**src/verilog/mult_consts.svh**
```systemverilog
`ifndef MULT_CONSTS_SVH
`define MULT_CONSTS_SVH

// operand and result widths.
`define MULT_WIDTH 16
`define PRODUCT_WIDTH 32

// one partial-product row per multiplier bit.
`define TREE_ROWS 16

// the tree is registered after this reduction layer.
`define TREE_SPLIT_LAYER 3

// rows left after the split layer (16, 11, 8, 6).
`define TREE_MID_ROWS 6

// rising edges after the sampling edge until the result is visible.
`define MULT_LATENCY 3

`endif

```
**src/verilog/multPkg.sv**
```systemverilog
`default_nettype none

`include "mult_consts.svh"

package multPkg;

    typedef logic [`MULT_WIDTH-1:0] operand_t;

    typedef logic [`PRODUCT_WIDTH-1:0] product_t;

    typedef struct packed {
        operand_t a;
        operand_t b;
    } operandPair_t;

    // redundant form of a product whose value is sum + carry.
    typedef struct packed {
        product_t sum;
        product_t carry;
    } carrySave_t;

    typedef product_t [`TREE_ROWS-1:0] ppRows_t;

    typedef product_t [`TREE_MID_ROWS-1:0] midRows_t;

endpackage

`default_nettype wire

```
**src/verilog/partialProductArray.sv**
```systemverilog
`timescale 1ns/1ns
`default_nettype none

`include "mult_consts.svh"

module partialProductArray (
    input  multPkg::operandPair_t operands,
    output multPkg::ppRows_t      rows
);

    localparam int padWidth = `PRODUCT_WIDTH - `MULT_WIDTH;

    // ~~~~~~~~~~~~~~~~~~~~~~~~~~~~~~~~~~~~~~~~~~~~~~~~~~~~~~~~~~~~
    // AND array
    // ~~~~~~~~~~~~~~~~~~~~~~~~~~~~~~~~~~~~~~~~~~~~~~~~~~~~~~~~~~~~

    genvar i;
    generate
        for (i = 0; i < `TREE_ROWS; i++) begin : g_row
            multPkg::operand_t masked;
            multPkg::product_t extended;

            // row i is the multiplicand gated by multiplier bit i.
            assign masked = operands.a & {`MULT_WIDTH{operands.b[i]}};

            assign extended = {{padWidth{1'b0}}, masked};

            // weight of bit i.
            assign rows[i] = extended << i;
        end
    endgenerate

endmodule

`default_nettype wire

```
**src/verilog/csaLayer.sv**
```systemverilog
`timescale 1ns/1ns
`default_nettype none

module csaLayer #(
    parameter  int inRows  = 3,
    localparam int outRows = inRows - inRows / 3
) (
    input  multPkg::product_t [inRows-1:0]  rowsIn,
    output multPkg::product_t [outRows-1:0] rowsOut
);

    localparam int groups = inRows / 3;
    localparam int leftover = inRows % 3;

    genvar g;
    genvar r;
    generate
        // each group of three rows goes through a word-wide full adder.
        for (g = 0; g < groups; g++) begin : g_group
            multPkg::product_t x;
            multPkg::product_t y;
            multPkg::product_t z;
            multPkg::product_t majority;

            assign x = rowsIn[3*g];
            assign y = rowsIn[3*g+1];
            assign z = rowsIn[3*g+2];

            assign majority = (x & y) | (x & z) | (y & z);

            assign rowsOut[2*g] = x ^ y ^ z;

            // carries move one place up.
            // the dropped top bit is zero for any 16 x 16 product.
            assign rowsOut[2*g+1] = majority << 1;
        end

        // rows outside a full group wait for the next layer.
        for (r = 0; r < leftover; r++) begin : g_pass
            assign rowsOut[2*groups+r] = rowsIn[3*groups+r];
        end
    endgenerate

endmodule

`default_nettype wire

```
**src/verilog/wallaceTree.sv**
```systemverilog
`timescale 1ns/1ns
`default_nettype none

`include "mult_consts.svh"

module wallaceTree (
    input  logic                clk,
    input  logic                reset,
    input  multPkg::ppRows_t    rows,
    output multPkg::carrySave_t reduced
);

    // height left after a number of 3:2 layers.
    function automatic int rowsAfter(input int rows, input int layers);
        int height;
        height = rows;
        repeat (layers) begin
            height = height - height / 3;
        end
        return height;
    endfunction

    localparam int h1 = rowsAfter(`TREE_ROWS, 1);
    localparam int h2 = rowsAfter(`TREE_ROWS, 2);
    localparam int h3 = rowsAfter(`TREE_ROWS, `TREE_SPLIT_LAYER);
    localparam int h4 = rowsAfter(`TREE_MID_ROWS, 1);
    localparam int h5 = rowsAfter(`TREE_MID_ROWS, 2);
    localparam int h6 = rowsAfter(`TREE_MID_ROWS, 3);

    multPkg::product_t [h1-1:0] l1Rows;
    multPkg::product_t [h2-1:0] l2Rows;
    multPkg::product_t [h3-1:0] l3Rows;
    multPkg::product_t [h4-1:0] l4Rows;
    multPkg::product_t [h5-1:0] l5Rows;
    multPkg::product_t [h6-1:0] l6Rows;

    multPkg::midRows_t   midRows;
    multPkg::carrySave_t csReg;

    // ~~~~~~~~~~~~~~~~~~~~~~~~~~~~~~~~~~~~~~~~~~~~~~~~~~~~~~~~~~~~
    // first half reduces 16 rows to 6
    // ~~~~~~~~~~~~~~~~~~~~~~~~~~~~~~~~~~~~~~~~~~~~~~~~~~~~~~~~~~~~

    csaLayer #(.inRows(`TREE_ROWS)) i_layer1 (
        .rowsIn  (rows),
        .rowsOut (l1Rows)
    );

    csaLayer #(.inRows(h1)) i_layer2 (
        .rowsIn  (l1Rows),
        .rowsOut (l2Rows)
    );

    csaLayer #(.inRows(h2)) i_layer3 (
        .rowsIn  (l2Rows),
        .rowsOut (l3Rows)
    );

    always_ff @(posedge clk) begin
        if (reset) begin
            midRows <= '0;
        end else begin
            midRows <= l3Rows;
        end
    end

    // ~~~~~~~~~~~~~~~~~~~~~~~~~~~~~~~~~~~~~~~~~~~~~~~~~~~~~~~~~~~~
    // second half reduces 6 rows to 2
    // ~~~~~~~~~~~~~~~~~~~~~~~~~~~~~~~~~~~~~~~~~~~~~~~~~~~~~~~~~~~~

    csaLayer #(.inRows(`TREE_MID_ROWS)) i_layer4 (
        .rowsIn  (midRows),
        .rowsOut (l4Rows)
    );

    csaLayer #(.inRows(h4)) i_layer5 (
        .rowsIn  (l4Rows),
        .rowsOut (l5Rows)
    );

    csaLayer #(.inRows(h5)) i_layer6 (
        .rowsIn  (l5Rows),
        .rowsOut (l6Rows)
    );

    always_ff @(posedge clk) begin
        if (reset) begin
            csReg <= '0;
        end else begin
            csReg.sum   <= l6Rows[0];
            csReg.carry <= l6Rows[1];
        end
    end

    assign reduced = csReg;

endmodule

`default_nettype wire

```
**src/verilog/rippleCarryAdder.sv**
```systemverilog
`timescale 1ns/1ns
`default_nettype none

`include "mult_consts.svh"

module rippleCarryAdder (
    input  logic                clk,
    input  logic                reset,
    input  multPkg::carrySave_t reduced,
    output multPkg::product_t   sum
);

    logic [`PRODUCT_WIDTH-1:0] carry;
    multPkg::product_t         sumBits;
    multPkg::product_t         sumReg;

    assign carry[0] = 1'b0;

    // ~~~~~~~~~~~~~~~~~~~~~~~~~~~~~~~~~~~~~~~~~~~~~~~~~~~~~~~~~~~~
    // full-adder chain from bit 0 up to the top bit
    // ~~~~~~~~~~~~~~~~~~~~~~~~~~~~~~~~~~~~~~~~~~~~~~~~~~~~~~~~~~~~

    genvar i;
    generate
        for (i = 0; i < `PRODUCT_WIDTH; i++) begin : g_cell
            logic x;
            logic y;

            assign x = reduced.sum[i];
            assign y = reduced.carry[i];

            assign sumBits[i] = x ^ y ^ carry[i];

            // no cell above the top bit takes its carry.
            if (i < `PRODUCT_WIDTH - 1) begin : g_carry
                assign carry[i+1] = (x & y) | (x & carry[i]) | (y & carry[i]);
            end
        end
    endgenerate

    always_ff @(posedge clk) begin
        if (reset) begin
            sumReg <= '0;
        end else begin
            sumReg <= sumBits;
        end
    end

    assign sum = sumReg;

endmodule

`default_nettype wire

```
**src/verilog/wallaceMultiplier.sv**
```systemverilog
`timescale 1ns/1ns
`default_nettype none

`include "mult_consts.svh"

module wallaceMultiplier (
    input  logic                  clk,
    input  logic                  reset,
    input  logic                  inValid,
    input  multPkg::operandPair_t operands,
    output logic                  outValid,
    output multPkg::product_t     product
);

    multPkg::operandPair_t    stage0Operands;
    logic                     stage0Valid;
    logic [`MULT_LATENCY-1:0] validChain;
    multPkg::ppRows_t         ppRows;
    multPkg::carrySave_t      reducedPair;

    // ~~~~~~~~~~~~~~~~~~~~~~~~~~~~~~~~~~~~~~~~~~~~~~~~~~~~~~~~~~~~
    // stage 0 and valid tracking
    // ~~~~~~~~~~~~~~~~~~~~~~~~~~~~~~~~~~~~~~~~~~~~~~~~~~~~~~~~~~~~

    always_ff @(posedge clk) begin
        if (reset) begin
            stage0Operands <= '0;
            stage0Valid    <= 1'b0;
        end else begin
            if (inValid) begin
                stage0Operands <= operands;
            end
            stage0Valid <= inValid;
        end
    end

    // one flop per pipeline stage behind stage 0.
    // outValid lines up with the product register.
    always_ff @(posedge clk) begin
        if (reset) begin
            validChain <= '0;
        end else begin
            validChain <= {validChain[`MULT_LATENCY-2:0], stage0Valid};
        end
    end

    assign outValid = validChain[`MULT_LATENCY-1];

    // ~~~~~~~~~~~~~~~~~~~~~~~~~~~~~~~~~~~~~~~~~~~~~~~~~~~~~~~~~~~~
    // datapath
    // ~~~~~~~~~~~~~~~~~~~~~~~~~~~~~~~~~~~~~~~~~~~~~~~~~~~~~~~~~~~~

    partialProductArray i_partialProductArray (
        .operands (stage0Operands),
        .rows     (ppRows)
    );

    // two register stages inside.
    wallaceTree i_wallaceTree (
        .clk     (clk),
        .reset   (reset),
        .rows    (ppRows),
        .reduced (reducedPair)
    );

    rippleCarryAdder i_rippleCarryAdder (
        .clk     (clk),
        .reset   (reset),
        .reduced (reducedPair),
        .sum     (product)
    );

endmodule

`default_nettype wire

```
**config.mk**
```make
export PLATFORM = sky130hd
export DESIGN_NAME = wallaceMultiplier
export DESIGN_NICKNAME = d
export VERILOG_FILES = /design/src/verilog/multPkg.sv /design/src/verilog/partialProductArray.sv /design/src/verilog/csaLayer.sv /design/src/verilog/wallaceTree.sv /design/src/verilog/rippleCarryAdder.sv /design/src/verilog/wallaceMultiplier.sv
export VERILOG_INCLUDE_DIRS = /design/src /design/src/verilog
export SDC_FILE = /design/constraint.sdc
export NUM_CORES = 1
export LEC_CHECK = 0
export ABC_CLOCK_PERIOD_IN_PS = 15150
export BUFFER_PORTS_ARGS = -buffer_cell sky130_fd_sc_hd__buf_4
export CORE_ASPECT_RATIO = 1.75
export CORE_MARGIN = 2
export CORE_UTILIZATION = 40
export DETAILED_ROUTE_END_ITERATION = 8
export HOLD_SLACK_MARGIN = 0.03
export PLACE_DENSITY = 0.57
export SLEW_MARGIN = 20
export SYNTH_ARGS = -nofsm -noshare
export SYNTH_HDL_FRONTEND = slang
export SYNTH_SLANG_ARGS = --single-unit
```
**constraint.sdc**
```tcl
create_clock -name clk -period 15.15 [get_ports clk]
set_input_delay 0.7575 -clock clk [delete_from_list [all_inputs] [get_ports clk]]
set_output_delay 0.7575 -clock clk [all_outputs]
set_load 0.02 [all_outputs]
```
# == After elaboration in Yosys (flattened, before gate mapping) ==
# Index checks and enable logic that the tools add are counted.
# totals
regBits,308
output_inout_bits,33
# op_classes
n_bitwise,328
# ops
op,n
$and 31x31->31,18
$or 31x31->31,17
$xor 32x32->32,13
$and 16x16->16,16
$and 1x1->1,91
$xor 1x1->1,63
$or 1x1->1,60
$and 22x24->24,2
$xor 18x32->32,1
$xor 32x21->32,1
$xor 32x25->32,1
$xor 32x30->32,1
$xor 32x31->32,1
$and 27x31->31,1
$and 28x31->31,1
$and 31x21->31,1
$or 31x25->31,1
$or 31x30->31,1
$and 28x30->30,1
$and 29x30->30,1
$or 29x30->30,1
$xor 29x30->30,1
$and 28x29->29,1
$xor 28x29->29,1
32 further kinds,32

# == Logic depth before layout (Yosys ltp) ==
# logic_depth
ltp_word,92
mapped_depth,27
depth_no_buf,27

# == By module ==
# From an unflattened synthesis, not the netlist that was laid out.
# hier_totals
hier_cells,1956
hier_area_um2,24090.6
# modules_own_cells
module,n_inst,cells_per_inst,area_per_inst_um2
wallaceTree,1,540,6864.1
partialProductArray,1,545,3867.5
csaLayer (i_wallaceTree.i_layer1),1,198,3503.4
csaLayer (i_wallaceTree.i_layer2),1,164,2439.8
csaLayer (i_wallaceTree.i_layer3),1,131,1788.0
rippleCarryAdder,1,99,1491.4
csaLayer (i_wallaceTree.i_layer4),1,67,1307.5
wallaceMultiplier,1,112,1277.5
csaLayer (i_wallaceTree.i_layer5),1,66,895.9
csaLayer (i_wallaceTree.i_layer6),1,34,655.6

# == Worst setup path after synthesis ==
# No wires, ideal clock.
# synth_path
path_type,register to register
startpoint,register i_wallaceTree.csReg (netlist bit i_wallaceTree.reduced[7])
endpoint,"register i_rippleCarryAdder.sumReg[30], in the netlist i_rippleCarryAdder.sum[30]"
setup_ns,0.064
arrival_time_ns,9.343
setup_slack_ns,5.743
path_stages_with_launch,27
path_buffers,0
synth_period_minus_slack_ns,9.407
cell_sequence,dfxtp_1 -> ha_1 -> fa_1 -> fa_1 -> fa_1 -> fa_1 -> fa_1 -> fa_1 -> fa_1 -> fa_1 -> fa_1 -> fa_1 -> fa_1 -> fa_1 -> fa_1 -> fa_1 -> fa_1 -> fa_1 -> fa_1 -> fa_1 -> fa_1 -> fa_1 -> fa_1 -> fa_1 -> inv_1 -> fa_1 -> nor2_1
# synth_via
elab_chain_cells,70
word_cells_on_any_way,93
cone_classes,93 x bitwise
# synth_rtl
item,line,source
from (decl),wallaceTree.sv:38,multPkg::carrySave_t csReg;
$and 1x1->1,rippleCarryAdder.sv:36,assign carry[i+1] = (x & y) | (x & carry[i]) | (y & carry[i]);
$or 1x1->1,rippleCarryAdder.sv:36,
$or 1x1->1 *,rippleCarryAdder.sv:36,
$and 1x1->1,rippleCarryAdder.sv:36,
$or 1x1->1,rippleCarryAdder.sv:36,
$or 1x1->1 *,rippleCarryAdder.sv:36,
$and 1x1->1,rippleCarryAdder.sv:36,
$or 1x1->1,rippleCarryAdder.sv:36,
[... 54 more ...],-,
$or 1x1->1 *,rippleCarryAdder.sv:36,
$and 1x1->1,rippleCarryAdder.sv:36,
$or 1x1->1,rippleCarryAdder.sv:36,
$or 1x1->1 *,rippleCarryAdder.sv:36,
$and 1x1->1,rippleCarryAdder.sv:36,
$or 1x1->1,rippleCarryAdder.sv:36,
$or 1x1->1 *,rippleCarryAdder.sv:36,
$xor 1x1->1 *,rippleCarryAdder.sv:32,assign sumBits[i] = x ^ y ^ carry[i];
to (signal assigned),rippleCarryAdder.sv:45,sumReg <= sumBits;
to (decl),rippleCarryAdder.sv:15,multPkg::product_t sumReg;
# Every way passes the cells marked *; elsewhere a longest branch is shown, timed or not.
# A chain may end at the register's enable or synchronous reset.

# == Final worst setup path ==
# Ends and elaborated chain as after synthesis.

==> metrics.txt <==
status=complete, no violations; leading cell types by total area after synthesis=dfxtp_1 (34%), fa_1 (31%), and2_1 (7.4%); Worst setup SP type=flop; Syn Std Cell Area=14,300 um^2; routed wl met3=1090 um; vias in the first global route=9,171; peak supply drop=0.0695 mV; overall routing resource usage=0.164; Die Y-Extent=254 um; Max Cap Viol=0; warnings from Yosys=0; WL per Instance=16.1 um; Slew headroom=0.268; fin crit period=9910 ps; fin cells=1,788; GP Congestion=0.766; setup bufs post-CTS=0; Hold-fix buffers, CTS=0; Detailed Place HPWL=20,500 um; number of antenna diodes=0; setup TNS=0 ps; syn_area_per_cell=11.2 um^2; Core Footprint=35,200 um^2; later-pin clock latency in the skew report=540 ps; via/cell ratio=4.54; Pre-antenna DRT Iters=4; Worst Path Arrival=10,380 ps; Max clock buf depth=3; Initial Utilization=0.405; Pleak=7.43 nW; global-route wire length before repair=47,700 um; power per cell area=93.2 nW/um^2; Critical Path RT=15,610 ps; vias post-DR=8,111; leading area contributor after synthesis=dfxtp_1; initial DRC count=233; final worst-path setup slack=5240 ps; Final Hold Viols=0; global route overflow=0; Achievable Freq=101 MHz; DR WL met2=15,400 um; WS Path Type=reg -> reg; Die ar.=37,200 um^2; cell row count=91; top sig layer=met4; initial antenna violation count=0; most frequent cells in the layout=dfxtp_1 (240), fa_1 (223), inv_1 (178), and2_1 (169), nor2b_1 (92); Setup Skew=11.1 ps; I/O Buffers=67; antenna-violating nets left=0; Seq/Total Area, Yosys=0.337; Seq cells post-synth=240; Die W=147 um; endpoint type of the worst setup path=flop; final wirelength=28,800 um; final worst-path cycle share=0.654; CTS sink cnt=240; worst hold path type=reg -> reg; Layout Area Growth over Synthesis=10.9%; Placed Cells=1,744; post-synthesis cell type count=18; CTS tree=done; Yosys top cell area share=0.337; RSZ-0062 raised after global routing=false; largest net degree at the start of global routing=92; Inserted Clock Buffers=25; Syn Inst Count=1,273; htree depth=1; Ports=68; wire length on met1=11,300 um; Post-CTS Resized=0; clock-pin transition on the worst setup and hold timing paths=60 ps; post-synth net total=1,585; Root Buffer=clkbuf_16; Max Slew Vio Count=0; final hold slack=436 ps; crit path max fanout=1; Worst-Margin Slew=1100 ps; commonest non-fill, non-tap cell in the layout=dfxtp_1; layout cell share with drive strength beyond 1=0.145; nets@finish=1,618; Post-route DRC=0; Placement Setup Slack=5160 ps; setup violators final=0
## cells in the mapped netlist
cell	n
ha_1	54
dfxtp_1	240
inv_1	178
buf_1	1
mux2i_1	32
nor2b_2	80
buf_4	4
buf_2	30
nor2b_1	92
buf_8	3
xor2_1	1
nor2_1	52
and2_1	169
nor2b_4	1
clkbuf_1	10
buf_6	16
fa_1	223
nand2_1	87
## area by class of cell
cell class,count,area (um^2)
clock buffer,35,733
clock inverter,9,154
fill,3341,19400
inverter,178,668
multi-input combinational,791,8340
sequential,240,4800
tap,465,582
timing repair buffer,70,532
## final timing paths
kind | endpoint | cells past startpoint | start | slack [ps]
min reg2reg | i_rippleCarryAdder.sum[6] | 1 | i_wallaceTree.reduced[38] | 440
max | i_rippleCarryAdder.sum[30] | 26 | i_wallaceTree.reduced[7] | 5240
min | i_rippleCarryAdder.sum[6] | 1 | i_wallaceTree.reduced[38] | 440
max reg2reg | i_rippleCarryAdder.sum[30] | 26 | i_wallaceTree.reduced[7] | 5240
## routing by layer
layer  global-route usage  vias to the layer above
li1                     -                     3761
met1                0.190                     4123
met2                0.304                      168
met3               0.0181                       59
met4               0.0730                        0
met5                    0                        -
## where the power goes
part	leakage, nW	switching (W)	internal, W
clock network	0.436	0.000254	0.000405
logic	5.05	0.0000647	0.0000590
registers	1.95	0.0000377	0.000653
total	7.43	0.000357	0.00112
## registers in the layout, summed over array words and instances (netlist names)
signal,cells
i_rippleCarryAdder.sum,32
i_wallaceTree.midRows,116
i_wallaceTree.reduced,56
stage0Operands,32
stage0Valid,1
validChain,3
## metrics by stage
stage / util / total power [W] / cell area [um^2]
finish: 0.449 / 0.00147 / 15800
global route: 0.449 / 0.00154 / 15800
CTS: 0.449 / 0.00150 / 15800
detailed placement: 0.424 / 0.000831 / 14900
global placement: 0.424 / 0.000827 / 14900
floorplan: - / 0.000785 / 14300
## critical path: stages, from the launching register on
cell	delay, ps
dfxtp_1	300
ha_1	200
fa_1	370
fa_1	400
fa_1	390
fa_1	390
fa_1	390
fa_1	400
fa_1	420
fa_1	440
fa_1	400
fa_1	410
fa_1	390
fa_1	400
fa_1	400
fa_1	390
fa_1	400
fa_1	390
fa_1	420
fa_1	400
fa_1	400
fa_1	400
fa_1	390
fa_1	370
inv_1	80
fa_1	400
nor2_1	100
## cell families after synthesis
logic type,count (synthesis),synth area share
xor gates and xnor gates,1,0.000614
adders and majority gates,277,0.361
buffers and inverters,242,0.0782
DFF,240,0.337
muxes,32,0.0225
and+or+nand+nor,481,0.201
Power figures use the tool's default switching activity.
